===== src/logic/hdmi_pkg.sv =====
/* HDMI output stage, shared definitions */

package hdmi_pkg;

    // --------------------------------------------------
    // widths
    // --------------------------------------------------
    localparam int POS_W = 11;  // x/y counter width

    // horizontal timing, in pixel clocks
    localparam logic [POS_W-1:0] H_SYNC  = POS_W'(2);
    localparam logic [POS_W-1:0] H_BACK  = POS_W'(3);
    localparam logic [POS_W-1:0] H_DISP  = POS_W'(16);  // active pixels per line
    localparam logic [POS_W-1:0] H_FRONT = POS_W'(2);
    localparam logic [POS_W-1:0] H_TOTAL = H_SYNC + H_BACK + H_DISP + H_FRONT;

    // vertical timing, in lines
    localparam logic [POS_W-1:0] V_SYNC  = POS_W'(1);
    localparam logic [POS_W-1:0] V_BACK  = POS_W'(2);
    localparam logic [POS_W-1:0] V_DISP  = POS_W'(8);   // active lines per frame
    localparam logic [POS_W-1:0] V_FRONT = POS_W'(1);
    localparam logic [POS_W-1:0] V_TOTAL = V_SYNC + V_BACK + V_DISP + V_FRONT;

    // camera window, top-left anchored
    localparam logic [POS_W-1:0] CAM_H = POS_W'(12);
    localparam logic [POS_W-1:0] CAM_V = POS_W'(6);

    // --------------------------------------------------
    // DVI control tokens, indexed by {c1,c0}
    // --------------------------------------------------
    localparam logic [9:0] CTRL_TOKEN_00 = 10'b1101010100;
    localparam logic [9:0] CTRL_TOKEN_01 = 10'b0010101011;
    localparam logic [9:0] CTRL_TOKEN_10 = 10'b0101010100;
    localparam logic [9:0] CTRL_TOKEN_11 = 10'b1010101011;

    // --------------------------------------------------
    // bundled types
    // --------------------------------------------------
    typedef struct packed {
        logic hs;  // hsync, active high
        logic vs;  // vsync, active high
        logic de;  // display enable
    } sync_t;

    typedef struct packed {
        logic [4:0] r;
        logic [5:0] g;
        logic [4:0] b;
    } rgb565_t;

    typedef struct packed {
        logic [7:0] r;
        logic [7:0] g;
        logic [7:0] b;
    } rgb888_t;

    typedef struct packed {
        logic [POS_W-1:0] x;  // column inside active area
        logic [POS_W-1:0] y;  // row inside active area
    } pos_t;

    // fill colour outside the camera window
    localparam rgb565_t BORDER_RGB565 = '{r: 5'h00, g: 6'h10, b: 5'h1f};

endpackage

===== src/logic/hdmi_top.sv =====
/* HDMI output stage top */

`timescale 1ns/1ps

module hdmi_top import hdmi_pkg::*; (
    input  logic             hdmi_clk,
    input  logic             rst_n,
    input  rgb565_t          rd_data,     // frame buffer data, latency 1
    output logic             rd_en,       // frame buffer read strobe
    output logic             video_vs,    // vsync, one cycle ahead of symbols
    output logic [POS_W-1:0] pixel_xpos,  // valid with fetch
    output logic [POS_W-1:0] pixel_ypos,
    output logic [9:0]       tmds_ch0,    // blue + hs/vs
    output logic [9:0]       tmds_ch1,    // green
    output logic [9:0]       tmds_ch2     // red
);

    sync_t   sync;     // hs/vs/de aligned with pixel
    logic    fetch;
    pos_t    pos;
    rgb565_t pixel;    // selected colour
    rgb888_t rgb;      // widened colour

    assign video_vs   = sync.vs;
    assign pixel_xpos = pos.x;
    assign pixel_ypos = pos.y;

    // 565 -> 888, low bits zero
    assign rgb.r = {pixel.r, 3'b000};
    assign rgb.g = {pixel.g, 2'b00};
    assign rgb.b = {pixel.b, 3'b000};

    // --------------------------------------------------
    // timing and pixel source
    // --------------------------------------------------
    video_timing u_video_timing (
        .hdmi_clk (hdmi_clk),
        .rst_n    (rst_n),
        .sync     (sync),
        .fetch    (fetch),
        .pos      (pos)
    );

    video_display u_video_display (
        .hdmi_clk (hdmi_clk),
        .rst_n    (rst_n),
        .fetch    (fetch),
        .pos      (pos),
        .rd_en    (rd_en),
        .rd_data  (rd_data),
        .pixel    (pixel)
    );

    // --------------------------------------------------
    // TMDS channels
    // --------------------------------------------------
    tmds_encoder u_tmds_ch0 (
        .hdmi_clk (hdmi_clk),
        .rst_n    (rst_n),
        .de       (sync.de),
        .c0       (sync.hs),  // sync rides on blue
        .c1       (sync.vs),
        .din      (rgb.b),
        .dout     (tmds_ch0)
    );

    tmds_encoder u_tmds_ch1 (
        .hdmi_clk (hdmi_clk),
        .rst_n    (rst_n),
        .de       (sync.de),
        .c0       (1'b0),
        .c1       (1'b0),
        .din      (rgb.g),
        .dout     (tmds_ch1)
    );

    tmds_encoder u_tmds_ch2 (
        .hdmi_clk (hdmi_clk),
        .rst_n    (rst_n),
        .de       (sync.de),
        .c0       (1'b0),
        .c1       (1'b0),
        .din      (rgb.r),
        .dout     (tmds_ch2)
    );

endmodule


===== src/logic/tmds_encoder.sv =====
/* DVI TMDS channel encoder */

`timescale 1ns/1ps

module tmds_encoder import hdmi_pkg::*; (
    input  logic       hdmi_clk,
    input  logic       rst_n,
    input  logic       de,    // data period
    input  logic       c0,    // control bit 0
    input  logic       c1,    // control bit 1
    input  logic [7:0] din,   // video byte
    output logic [9:0] dout   // 10-bit symbol, one cycle later
);

    // number of ones in a byte
    function automatic logic [3:0] ones8(input logic [7:0] v);
        logic [3:0] n;
        n = '0;
        for (int i = 0; i < 8; i++) begin
            n = n + {3'b000, v[i]};
        end
        return n;
    endfunction

    logic [3:0]        n1_d;      // ones in din
    logic              use_xnor;  // chaining choice
    logic [8:0]        q_m;       // transition minimised word
    logic [3:0]        n1_q;      // ones in q_m[7:0]
    logic signed [5:0] bal;       // ones minus zeros of q_m[7:0]
    logic signed [5:0] cnt;       // running disparity
    logic signed [5:0] cnt_nxt;
    logic [9:0]        sym;       // data symbol
    logic [9:0]        ctrl_tok;  // control symbol

    // --------------------------------------------------
    // stage one, transition minimising
    // --------------------------------------------------
    always_comb begin
        n1_d     = ones8(din);
        // xnor when the byte is mostly ones
        use_xnor = (n1_d > 4'd4) || ((n1_d == 4'd4) && !din[0]);
        q_m[0]   = din[0];
        for (int i = 1; i < 8; i++) begin
            q_m[i] = use_xnor ? ~(q_m[i-1] ^ din[i]) : (q_m[i-1] ^ din[i]);
        end
        q_m[8]   = ~use_xnor;  // 1 means xor chain
    end

    // --------------------------------------------------
    // stage two, DC balance
    // --------------------------------------------------
    always_comb begin
        n1_q = ones8(q_m[7:0]);
        bal  = $signed({1'b0, n1_q, 1'b0}) - 6'sd8;  // 2*n1 - 8
        if ((cnt == 6'sd0) || (bal == 6'sd0)) begin
            // no bias either way, bit 9 marks inversion
            sym     = {~q_m[8], q_m[8], q_m[8] ? q_m[7:0] : ~q_m[7:0]};
            cnt_nxt = q_m[8] ? (cnt + bal) : (cnt - bal);
        end else if (((cnt > 6'sd0) && (bal > 6'sd0)) ||
                     ((cnt < 6'sd0) && (bal < 6'sd0))) begin
            sym     = {1'b1, q_m[8], ~q_m[7:0]};  // invert to pull back
            cnt_nxt = cnt - bal + (q_m[8] ? 6'sd2 : 6'sd0);
        end else begin
            sym     = {1'b0, q_m[8], q_m[7:0]};  // already heading back
            cnt_nxt = cnt + bal - (q_m[8] ? 6'sd0 : 6'sd2);
        end
    end

    // --------------------------------------------------
    // control period
    // --------------------------------------------------
    always_comb begin
        case ({c1, c0})
            2'b00:   ctrl_tok = CTRL_TOKEN_00;
            2'b01:   ctrl_tok = CTRL_TOKEN_01;
            2'b10:   ctrl_tok = CTRL_TOKEN_10;
            default: ctrl_tok = CTRL_TOKEN_11;
        endcase
    end

    // --------------------------------------------------
    // output register
    // --------------------------------------------------
    always_ff @(posedge hdmi_clk) begin
        if (!rst_n) begin
            dout <= CTRL_TOKEN_00;
            cnt  <= '0;
        end else if (de) begin
            dout <= sym;
            cnt  <= cnt_nxt;
        end else begin
            dout <= ctrl_tok;
            cnt  <= '0;  // disparity restarts every blanking
        end
    end

endmodule


===== src/logic/video_display.sv =====
/* Camera window and border fill */

`timescale 1ns/1ps

module video_display import hdmi_pkg::*; (
    input  logic    hdmi_clk,
    input  logic    rst_n,
    input  logic    fetch,    // next cycle is active video
    input  pos_t    pos,      // pixel to be shown next cycle
    output logic    rd_en,    // frame buffer read strobe
    input  rgb565_t rd_data,  // one cycle after rd_en
    output rgb565_t pixel     // colour for the current de cycle
);

    logic in_win;  // pos inside camera window
    logic hit;     // request issued this cycle
    logic hit_q;   // request issued last cycle

    // --------------------------------------------------
    // window test and read request
    // --------------------------------------------------
    // window anchored at (0,0), so two upper bounds suffice
    assign in_win = (pos.x < CAM_H) && (pos.y < CAM_V);

    assign hit   = fetch && in_win;
    assign rd_en = hit;  // same cycle as fetch

    // --------------------------------------------------
    // align with read data
    // --------------------------------------------------
    // frame buffer has fixed latency 1, no stall
    always_ff @(posedge hdmi_clk) begin
        if (!rst_n) begin
            hit_q <= 1'b0;
        end else begin
            hit_q <= hit;
        end
    end

    // --------------------------------------------------
    // output mux
    // --------------------------------------------------
    // camera data inside window, fill colour elsewhere
    // blanking cycles show border too, encoder ignores it
    always_comb begin
        if (hit_q) begin
            pixel = rd_data;
        end else begin
            pixel = BORDER_RGB565;
        end
    end

endmodule


===== src/logic/video_timing.sv =====
/* Video timing generator */

`timescale 1ns/1ps

module video_timing import hdmi_pkg::*; (
    input  logic  hdmi_clk,
    input  logic  rst_n,
    output sync_t sync,   // registered, follows counters
    output logic  fetch,  // next cycle is an active pixel
    output pos_t  pos     // position of that pixel
);

    logic [POS_W-1:0] h_cnt;   // pixel within line
    logic [POS_W-1:0] v_cnt;   // line within frame
    logic [POS_W-1:0] h_nxt;   // counter values one cycle ahead
    logic [POS_W-1:0] v_nxt;
    logic             h_wrap;  // last pixel of the line
    logic             h_act;
    logic             v_act;

    // --------------------------------------------------
    // counters
    // --------------------------------------------------
    assign h_wrap = (h_cnt == H_TOTAL - POS_W'(1));

    always_comb begin
        h_nxt = h_wrap ? '0 : h_cnt + POS_W'(1);
        v_nxt = v_cnt;
        if (h_wrap) begin
            // line done, step the row
            v_nxt = (v_cnt == V_TOTAL - POS_W'(1)) ? '0 : v_cnt + POS_W'(1);
        end
    end

    always_ff @(posedge hdmi_clk) begin
        if (!rst_n) begin
            h_cnt <= '0;
            v_cnt <= '0;
        end else begin
            h_cnt <= h_nxt;
            v_cnt <= v_nxt;
        end
    end

    // --------------------------------------------------
    // decode, one cycle early
    // --------------------------------------------------
    // active window of the next counter position
    assign h_act = (h_nxt >= H_SYNC + H_BACK) && (h_nxt < H_SYNC + H_BACK + H_DISP);
    assign v_act = (v_nxt >= V_SYNC + V_BACK) && (v_nxt < V_SYNC + V_BACK + V_DISP);

    assign fetch = h_act && v_act;

    // strip sync and back porch off the counters
    // only meaningful while fetch is high
    assign pos.x = h_nxt - (H_SYNC + H_BACK);
    assign pos.y = v_nxt - (V_SYNC + V_BACK);

    // --------------------------------------------------
    // sync outputs
    // --------------------------------------------------
    // registered from the early decode, so de lines up
    // with the pixel returned by the frame buffer
    always_ff @(posedge hdmi_clk) begin
        if (!rst_n) begin
            sync <= '0;
        end else begin
            sync.hs <= (h_nxt < H_SYNC);  // start of line
            sync.vs <= (v_nxt < V_SYNC);  // start of frame
            sync.de <= fetch;
        end
    end

endmodule


===== config.mk =====
export PLATFORM = sky130hd
export DESIGN_NAME = hdmi_top
export DESIGN_NICKNAME = d
export VERILOG_FILES = /design/src/logic/hdmi_pkg.sv /design/src/logic/hdmi_top.sv /design/src/logic/tmds_encoder.sv /design/src/logic/video_display.sv /design/src/logic/video_timing.sv
export SDC_FILE = /design/constraint.sdc
export NUM_CORES = 1
export LEC_CHECK = 0
export BUFFER_PORTS_ARGS = -buffer_cell sky130_fd_sc_hd__buf_2
export CAP_MARGIN = 20
export CORE_MARGIN = 2
export CORE_UTILIZATION = 45
export CTS_CLUSTER_SIZE = 25
export DETAILED_ROUTE_END_ITERATION = 10
export GPL_TIMING_DRIVEN = 1
export PLACE_DENSITY = 0.7
export RECOVER_POWER = 25
export SETUP_SLACK_MARGIN = 0.5
export SLEW_MARGIN = 40
export SYNTH_ARGS = -nofsm -noshare
export SYNTH_HDL_FRONTEND = slang
export SYNTH_SLANG_ARGS = --single-unit

===== constraint.sdc =====
create_clock -name hdmi_clk -period 8.36 [get_ports hdmi_clk]
set_input_delay 0.836 -clock hdmi_clk [delete_from_list [all_inputs] [get_ports hdmi_clk]]
set_output_delay 0.836 -clock hdmi_clk [all_outputs]
set_load 0.02 [all_outputs]

* Word-level counts from Yosys, hierarchy flattened
Index checks and enable logic that the tools add are counted.
** Storage, ports and cells
- Bits in registers :: 74
- Input bits :: 18
- Output and inout bits :: 54
- Word-level logic and storage cells :: 211
** Operators by class
- $add $sub $neg :: 50
- $lt $le $gt $ge :: 23
- Equality and inequality tests :: 7
- Mux-type cells :: 51
- Bitwise logic cells :: 40
- Reduce and logical (&&, ||, !) cells :: 28
** Operators by type and width (number)
- 4-bit by 1-bit adder with 4-bit output :: 25
- 10-bit 2-to-1 mux :: 7
- 6-bit 2-to-1 mux :: 9
- 6-bit adder :: 6
- 6-bit by 1-bit greater-than comparator with 1-bit output (second input constant) :: 6
- 6-bit zero test :: 6
- 6-bit by 1-bit < comparator with 1-bit output (second input constant) :: 6
- 6-bit subtractor :: 6
- 11-bit 2-to-1 mux :: 3
- 10-bit case mux with 3 select lines :: 1
- 8-bit 2-to-1 mux :: 3
- 8-bit inverter :: 3
- 11-bit by 1-bit adder with 11-bit output (second input constant) :: 2
- 11-bit by 4-bit < comparator with 1-bit output (second input constant) :: 2
- 1-bit 2-to-1 mux :: 21
- 1-bit inverter :: 21
- 5-bit by 4-bit subtractor with 6-bit output (second input constant) :: 3
- 16-bit 2-to-1 mux :: 1
- 1-bit XOR :: 16
- 1-bit by 1-bit adder with 2-bit output :: 6
- 4-bit by 3-bit equality test with 1-bit output (second input constant) :: 3
- 4-bit by 3-bit greater-than comparator with 1-bit output (second input constant) :: 3
- 2-bit 2-to-1 mux :: 6
- 11-bit by 4-bit equality test with 1-bit output (second input constant) :: 1
- other kinds (15) :: 33

* Logic depth before layout (Yosys ltp)
Gate-level depths: netlist of the first run.
- Depth in word-level cells :: 34
- Gate-level depth with buffers :: 27

* Hierarchy
From an unflattened synthesis of the first run, not the netlist that was laid out.
** Unflattened totals
- Cell total of the unflattened synthesis :: 859
- Area, all modules :: 7683.6 um2
** By module, submodules not included
- video_timing :: times used 1, cells an instance 268, area each 2090.8 um2, seq. area each 500.5 um2
- tmds_encoder at u_tmds_ch1 :: times used 1, cells an instance 189, area each 1831.8 um2, seq. area each 300.3 um2
- tmds_encoder at u_tmds_ch0 :: times used 1, cells an instance 189, area each 1800.5 um2, seq. area each 300.3 um2
- tmds_encoder at u_tmds_ch2 :: times used 1, cells an instance 184, area each 1745.4 um2, seq. area each 300.3 um2
- video_display :: times used 1, cells an instance 28, area each 211.5 um2, seq. area each 20.0 um2
- hdmi_top :: times used 1, cells an instance 1, area each 3.8 um2, seq. area each 0.0 um2

* Least setup slack after synthesis of the first run
No wires, ideal clock.
- Path kind :: input to register
- Start :: in rd_data[5] (netlist name)
- End :: reg u_tmds_ch1.cnt[5]
- Library setup time :: 0.122 ns
- Arrival :: 6.103 ns
- Data required time :: 8.238 ns
- Path slack :: 2.135 ns
- Stages :: 20
- Cell sequence :: and2_1 -> ha_1 -> fa_1 -> ha_1 -> a31o_2 -> a21oi_1 -> xnor2_1 -> xor2_1 -> ha_1 -> fa_1 -> ha_1 -> fa_1 -> xor2_1 -> ha_1 -> ha_1 -> o21bai_1 -> xor2_1 -> xor2_1 -> nor2_1 -> o311a_1
** On the way
- Longest elaborated chain between the ends :: 34
- Elaborated cells on any way between the ends :: 51
- Those cells by class :: add/sub: 16; order compare: 3; eq/ne: 1; mux: 13; bitwise: 12; reduce/logical: 6
** Ends and longest elaborated chain
- from (decl) :: RTL line hdmi_top.sv:8 : input rgb565_t rd_data,
- 16-bit 2-to-1 mux (*) :: RTL line video_display.sv:46 : if (hit_q) begin
- branches (longest 32 deep; another with 4-bit by 1-bit adder with 4-bit output)
- 6-bit 2-to-1 mux (*) :: RTL line tmds_encoder.sv:55 : if ((cnt == 6'sd0) || (bal == 6'sd0)) begin
- to (signal assigned) :: RTL line tmds_encoder.sv:90 : cnt <= cnt_nxt;
- to (decl) :: RTL line tmds_encoder.sv:30 : logic signed [5:0] cnt;
Mark *: on every way between the ends.
A chain may end at the register's enable or synchronous reset.

* Worst setup path in the final report of the first run
- Start :: in rd_data[5] (netlist name)
- End :: reg u_tmds_ch1.dout[4]
** On the way
- Longest elaborated chain between the ends :: 34
- Elaborated cells on any way between the ends :: 46
- Those cells by class :: add/sub: 12; order compare: 3; eq/ne: 1; mux: 11; bitwise: 13; reduce/logical: 6
** Ends and longest elaborated chain
- 16-bit 2-to-1 mux (*) :: RTL line video_display.sv:46
- branches (longest 32 deep; another with 4-bit by 1-bit adder with 4-bit output)
- 10-bit 2-to-1 mux (*) :: RTL line tmds_encoder.sv:55
- to (signal assigned) :: RTL line tmds_encoder.sv:89 : dout <= sym;
- to (signal assigned) :: RTL line tmds_encoder.sv:92 : dout <= ctrl_tok;
- to (decl) :: RTL line tmds_encoder.sv:12 : output logic [9:0] dout
Marks and branches as above.

==> out/results.md, run 1 <==
## Outcome
- **outcome** completed

## Power
- **fraction of power consumed by sequential logic** 0.398
- **IR drop worst, VDD** 0.100 mV
- **cell leakage power** 2.98 nW
- **combinational share of power** 0.084
- **Net Sw Frac** 0.233
- **net switching power of the design** 0.202 mW
- **total power of the final layout** 0.869 mW
- **internal power summed over all cells** 0.667 mW
- **Clock power frac** 0.518
- **cell area power density** 126 mW/mm^2

## Layout
- **final-stage net count** 879
- **most common library cell in the layout ignoring fill and taps** xnor2_1
- **# fillers** 1,253
- **count of antenna diodes in the layout** 0
- **Final Non-Filler Cells** 955
- **Syn-to-layout area delta** 12.2%
- **commonest non-fill, non-tap cells in the layout** xnor2_1, ha_1, dfxtp_1
- **fraction of final layout cells sized beyond drive strength 1** 0.114
- **post-route cell area** 0.00688 mm^2

## Detailed routing
- **DRC violation count after routing** 0
- **final antenna-violating net count** 0
- **routed via count** 5,010
- **via/cell ratio** 5.25
- **post-detailed-route wirelength per cell** 14.7 um
- **number of search-and-repair iterations in the first detailed-routing pass** 5
- **drt total wl** 14.0 mm
- **DRT iter0 DRCs** 290

## Synth
- **leading register cell type out of synthesis** dfxtp_1
- **fraction of the yosys area taken by sequential cells** 0.229
- **number of distinct library cell variants in the gate-level netlist after synthesis** 73
- **number of nets produced by synthesis** 822
- **async set-reset flop share out of synthesis** 0
- **#FFs+latches synth** 70
- **cell area after synthesis** 0.00613 mm^2
- **Post-synth EDFFs** 0
- **synthesized instance count** 717
- **mean instance size in the synthesized netlist** 8.55 um^2
- **number of warnings reported in the yosys synthesis log** 0

## Floorplanning
- **core region area** 0.0133 mm^2
- **total I/O pin count** 72
- **vertical die dimension** 121 um
- **initial cell density of the core** 0.461
- **area of the die** 0.0146 mm^2
- **Horiz. Die Dim** 121 um
- **number of standard-cell rows in the floorplan** 42

## Place
- **area of placed instances** 0.00657 mm^2
- **DP HPWL** 10.8 mm
- **pre-CTS setup slack** 1.50 ns
- **port buffer count** 71
- **Placed Cells incl. Taps** 939
- **RePlAce Congestion** 0.912

## STA
- **Post-Route Skew** 0.0110 ns
- **Max Freq** 0.154 GHz
- **sum of negative setup slack** 0 ns
- **Final Cycle Share** 0.776
- **Period minus WS final** 6.48 ns
- **Final Hold Viols** 0
- **tightest slew margin relative to the limit** 0.469
- **Setup Viol. Count Final** 0
- **final-report max-slew violation count** 0
- **final critical-path setup slack** 1.88 ns
- **worst-margin pin slew** 0.792 ns
- **unrepaired setup endpoints after global routing** false

## Job
- **MaxCap Viol Count** 0

## CTS
- **deepest clock path buffer count** 2
- **clock insertion delay at the later pin of the skew report** 0.35 ns
- **count of hold buffers inserted by post-cts repair** 0
- **buffer count from post-CTS setup fixing** 0
- **clock slew at the register clock pins of the worst setup and hold paths** 0.06 ns
- **Inserted Clock Buffers** 9
- **total of cells resized after clock tree synthesis** 0
- **buffer cell driving the clock tree root** clkbuf_16
- **CTS H-Tree Depth** 3
- **CTS tree** built
- **Clock Sink Count** 70

## Critical path
- **sort of element at the start of the critical path** input pin
- **most frequent cell on the critical path** ha_1
- **cell type group with the largest total delay on the critical path** adder cells
- **worst flop-to-flop path startpoint** u_video_display.hit_q$_SDFF_PN0_
- **Critical path buffers and inverters** 3
- **worst setup path class** in -> reg
- **required time of the critical path** 8.58 ns
- **worst endpoint data arrival time** 6.70 ns
- **nature of the critical path endpoint** flip-flop
- **CP cell instances** buf_2 -> and2_1 -> ha_1 -> fa_1 -> ha_1 -> a31o_2 -> a21oi_1 -> buf_4 -> xnor2_1 -> xor2_1 -> ha_1 -> fa_1 -> ha_1 -> fa_1 -> xor2_1 -> inv_1 -> ha_1 -> ha_1 -> a31oi_1 -> xnor2_1 -> nor2_1 -> xor2_1 -> nand2_1
- **startpoint of the worst setup timing path** rd_data[5]
- **stage delay of the slowest cell on the critical path** 0.54 ns
- **maximum net fanout on the critical path** 12
- **highest-delay cell along the critical path** a31oi_1

## Min path
- **start point of the worst min-delay path** u_video_timing.h_cnt[10]$_SDFF_PN0_
- **Hold Path Class** reg -> reg

## Global routing
- **Overflow after GRT** 0
- **global-route wire length before repair** 23.4 mm
- **number of global-route vias before repair** 4,802
- **global-route usage over all layers** 0.201
- **antenna violations before repair** 0
- **pin count of the biggest net entering global routing** 29

==> worst min-delay path: stages, from the launching register on <==
cell and delay (ns):
dfxtp_1 0.36, xor2_1 0.14, nor2b_1 0.12
==> worst paths after layout <==
path	to	slack (ns)	depth (start not counted)
max	u_tmds_ch1.dout[4]$_SDFF_PN1_	1.88	23
min	u_video_timing.h_cnt[10]$_SDFF_PN0_	0.65	2
max reg2reg	u_tmds_ch1.dout[4]$_SDFF_PN1_	2.06	22
min reg2reg	u_video_timing.h_cnt[10]$_SDFF_PN0_	0.65	2
==> metal layers <==
layer  share of wire  GRT usage  wire length (um)
met2            0.47      0.336              6610
met5               0          0                 0
met3           0.044     0.0472               615
met4           0.017     0.0610               234
met1            0.47      0.258              6540
==> cell families (layout without fill, tap and decap cells) <==
family | after synthesis | in the layout | synth area share
AO/OA/AOI/OAI | 132 | 132 | 0.148
XOR/XNOR | 104 | 104 | 0.149
adder cells (fa/ha/maj) | 87 | 87 | 0.194
buffers and inverters | 81 | 143 | 0.0598
flip-flops | 70 | 70 | 0.229
multiplexers | 8 | 8 | 0.0143
AND/OR/NAND/NOR | 235 | 235 | 0.207
==> cell type report <==
class | instances | area, um^2 | area share
clock inverters | 6 | 109 | 0.0158
clock buffers | 10 | 239 | 0.0348
inverters | 53 | 199 | 0.0289
multi-input cells | 566 | 4370 | 0.635
repair buffers | 74 | 343 | 0.0499
flip-flops and latches | 70 | 1400 | 0.204
well taps | 176 | 220 | 0.0320
==> synthesized netlist by cell type (all sizes together), types with 9 or more instances <==
cell type,count,area (um^2)
a211oi,15,118
a21o,9,68.8
a21oi,38,194
and2,17,108
clkbuf,21,98.9
dfxtp,70,1400
fa,13,260
ha,74,926
inv,53,199
nand2,58,218
nand3,19,108
nand4,12,75.1
nor2,57,214
nor2b,16,100
nor3,10,50.1
o21ai,17,85.1
o21bai,10,75.1
xnor2,76,666
xor2,28,245
==> per-stage QoR <==
stage / hold slack (ns) / utilization
final: 0.654 / 0.517
after global routing: 0.704 / 0.517
after CTS: 0.667 / 0.520
after detailed placement: 0.651 / 0.494
after global placement: 0.609 / 0.493
after floorplan: 0.526 / -
==> power groups by stage <==
stage / Clock [mW] / Sequential (mW) / Combinational [mW]
final: 0.450 / 0.346 / 0.0726
after global routing: 0.474 / 0.346 / 0.0802
after CTS: 0.458 / 0.346 / 0.0744
after detailed placement: 0 / 0.353 / 0.0736
after global placement: 0 / 0.353 / 0.0730
after floorplan: 0 / 0.357 / 0.0454
==> flip-flops by register name, indices dropped and copies added (netlist names) <==
register / count
u_tmds_ch0.cnt: 5
u_video_timing.v_cnt: 11
u_video_display.hit_q: 1
u_tmds_ch1.dout: 10
u_video_timing.h_cnt: 11
u_video_timing.sync: 3
u_tmds_ch2.dout: 9
u_tmds_ch1.cnt: 5
u_tmds_ch0.dout: 10
u_tmds_ch2.cnt: 5
(Power assumes the default switching activity.)
==> run 2: changes to the inputs <==
- clock period: 8.36 -> 6.5 ns (I/O delays scaled with it)
==> run 2 against run 1 <==
  * First-iteration DRC count shrank 12%
  * Clock power up 20%
  * Largest cell class unchanged
  * Non-clock buffer count grew 7
  * Global-route usage shrank 0.40 points
  * Sequential cell count unchanged
  * Worst hold slack worse by 0.033 ns
  * Utilization up 0.60 points
  * Wire length down 0.93%
  * Register-to-register slack worse by 1.3 ns
  * Sequential power up 28%
  * Cell count increased by 0.73%
  * Total power is 24% higher
==> out/results.md, run 2 (same netlist as run 1, synthesis figures left out) <==
## CTS
- **buffer cell driving the clock tree root** clkbuf_16
- **CTS H-Tree Depth** 3, unchanged
- **CTS tree** built
- **Inserted Clock Buffers** 9, unchanged
- **deepest clock path buffer count** 2, unchanged
- **count of hold buffers inserted by post-cts repair** 0, unchanged
- **clock slew at the register clock pins of the worst setup and hold paths** 0.06 ns, about the same
- **clock insertion delay at the later pin of the skew report** 0.34 ns, about the same
- **Clock Sink Count** 70, unchanged

## Layout
- **commonest non-fill, non-tap cells in the layout** xnor2_1, ha_1, dfxtp_1
- **largest registers** u_video_timing.h_cnt: 11 flops, u_video_timing.v_cnt: 11 flops
- **fraction of final layout cells sized beyond drive strength 1** 0.135, +0.0206
- **final-stage net count** 886, +0.80%
- **Final Non-Filler Cells** 962, +0.73%
- **Finished Core Util** 0.523, +0.00602
- **count of antenna diodes in the layout** 0, unchanged
- **Syn-to-layout area delta** 13.5%

## Power
- **IR drop worst, VDD** 0.107 mV, +6.8%
- **cell leakage power** 3.00 nW, +0.81%
- **cell area power density** 155 mW/mm^2, +22%
- **total power of the final layout** 1.08 mW, +24%

## Critical path
- **Critical path buffers and inverters** 2, -1
- **required time of the critical path** 6.78 ns, -1.80 ns
- **depth of the worst register-to-register path** 20, -9.1%
- **destination of the worst register-to-register timing path** u_tmds_ch1.cnt[5]$_SDFF_PN0_
- **nature of the critical path endpoint** flip-flop
- **number of stages on the worst setup path** 21, -8.7%
- **R2R setup slack** 0.76 ns, -1.30 ns
- **sort of element at the start of the critical path** input pin
- **highest-delay cell along the critical path** fa_2
- **maximum net fanout on the critical path** 4, -8
- **worst flop-to-flop path startpoint** u_video_display.hit_q$_SDFF_PN0_
- **most frequent cell on the critical path** ha_1
- **worst setup path class** in -> reg
- **stage delay of the slowest cell on the critical path** 0.59 ns, +0.05 ns
- **CP cell instances** buf_2 -> and2_4 -> ha_1 -> fa_1 -> ha_1 -> a31o_2 -> a21oi_2 -> xnor2_2 -> xor2_2 -> ha_1 -> fa_1 -> ha_1 -> fa_2 -> inv_1 -> fa_1 -> o21bai_1 -> a21oi_1 -> xnor2_1 -> or3_1 -> a21oi_1 -> o311a_1
- **cell type group with the largest total delay on the critical path** adder cells
- **worst endpoint data arrival time** 6.08 ns, -0.62 ns

## Detailed routing
- **DRC violation count after routing** 0, unchanged
- **number of search-and-repair iterations in the first detailed-routing pass** 4, -1
- **drt total wl** 13.9 mm, -0.93%
- **DRT iter0 DRCs** 255, -12%
- **post-detailed-route wirelength per cell** 14.4 um, -1.6%
- **final antenna-violating net count** 0, unchanged
- **routed via count** 5,048, +0.76%
- **via/cell ratio** 5.25, about the same

## Place
- **port buffer count** 71, unchanged
- **Placed Cells incl. Taps** 943, +0.43%
- **RePlAce Congestion** 0.941, +3.2%
- **DP HPWL** 10.7 mm, -1.6%

## Global routing
- **global-route usage over all layers** 0.197, -0.00397
- **number of global-route vias before repair** 4,992, +4.0%
- **pin count of the biggest net entering global routing** 29, unchanged
- **antenna violations before repair** 0, unchanged
- **Overflow after GRT** 0, unchanged
- **global-route wire length before repair** 23.3 mm, -0.12%

## STA
- **worst-margin pin slew** 0.633 ns, -0.159 ns
- **unrepaired setup endpoints after global routing** false
- **Max Freq** 0.172 GHz
- **Period minus WS final** 5.80 ns
- **Final Cycle Share** 0.892
- **tightest slew margin relative to the limit** 0.575, +0.106
- **Final Hold Viols** 0, unchanged
- **Post-Route Skew** 0.00601 ns, -0.00500 ns
- **sum of negative setup slack** 0 ns, unchanged
- **Setup Viol. Count Final** 0, unchanged
- **final-report max-slew violation count** 0, unchanged

## Floorplanning
- **number of standard-cell rows in the floorplan** 42, unchanged
- **total I/O pin count** 72, unchanged
- **Horiz. Die Dim** 121 um, unchanged
- **initial cell density of the core** 0.461, unchanged
- **vertical die dimension** 121 um, unchanged
- **core region area** 0.0133 mm^2, unchanged
- **area of the die** 0.0146 mm^2, unchanged

## Min path
- **number of cells on the worst hold path** 2, unchanged
- **Hold Path Sink** u_video_timing.h_cnt[10]$_SDFF_PN0_
- **start point of the worst min-delay path** u_video_timing.h_cnt[10]$_SDFF_PN0_
- **Hold Path Class** reg -> reg

## Outcome
- **outcome** completed

## Job
- **MaxCap Viol Count** 0, unchanged

[run 2: worst max path at each step]
| stage | end | slack, ns | startpoint |
|---|---|---|---|
| after floorplan | u_tmds_ch1.cnt[5]$_SDFF_PN0_ | 0.54 | rd_data[5] |
| after global placement | u_tmds_ch1.cnt[5]$_SDFF_PN0_ | 0.29 | rd_data[5] |
| after detailed placement | u_tmds_ch1.cnt[5]$_SDFF_PN0_ | 0.20 | rd_data[5] |
| after CTS | u_tmds_ch1.cnt[5]$_SDFF_PN0_ | 0.51 | u_video_display.hit_q$_SDFF_PN0_ |
| after global routing | u_tmds_ch1.cnt[5]$_SDFF_PN0_ | 0.49 | rd_data[5] |
| final | u_tmds_ch1.cnt[5]$_SDFF_PN0_ | 0.70 | rd_data[5] |
[run 2: timing repair]
item / 4_1_cts / 5_1_grt
endpoints found under the hold margin: 0 / 0
gates resized for setup: 0 / 11
pin swaps: 1 / 2
buffers inserted: 1 / 2
endpoints found under the setup margin: 1 / 15
[run 2: layout make-up]
type | instances | area [um^2]
fill | 1255 | 6340
multi-input combinational | 566 | 4410
sequential | 70 | 1400
timing repair buffer | 81 | 394
clock buffer | 10 | 239
tap | 176 | 220
inverter | 53 | 203
clock inverter | 6 | 85.1
[run 2: power breakdown]
| part | total, mW | internal, mW | leakage [nW] | switching [mW] |
|---|---|---|---|---|
| combinational | 0.0915 | 0.0349 | 2.28 | 0.0565 |
| sequential | 0.444 | 0.438 | 0.568 | 0.00665 |
| clock | 0.540 | 0.345 | 0.154 | 0.195 |
| total | 1.08 | 0.818 | 3.00 | 0.258 |
[run 2: per-stage QoR]
step	hold WS, ns	setup slack (ns)	cell area (um^2)
final	0.621	0.703	6960
after CTS	0.636	0.506	6930
after global routing	0.702	0.486	6960
after global placement	0.612	0.289	6590
after detailed placement	0.619	0.197	6600
after floorplan	0.526	0.535	6140
[run 2: layer usage]
metal | part of all wire | vias to the layer above | track usage
li1 | - | 2591 | -
met1 | 0.45 | 2361 | 0.246
met2 | 0.49 | 80 | 0.341
met3 | 0.037 | 16 | 0.0373
met4 | 0.019 | 0 | 0.0676
met5 | 0 | - | 0
[run 2: tightest hold or removal path, stage by stage (launching register included)]
cell and delay (ns):
dfxtp_1 0.35, xor2_1 0.12, nor2b_1 0.11
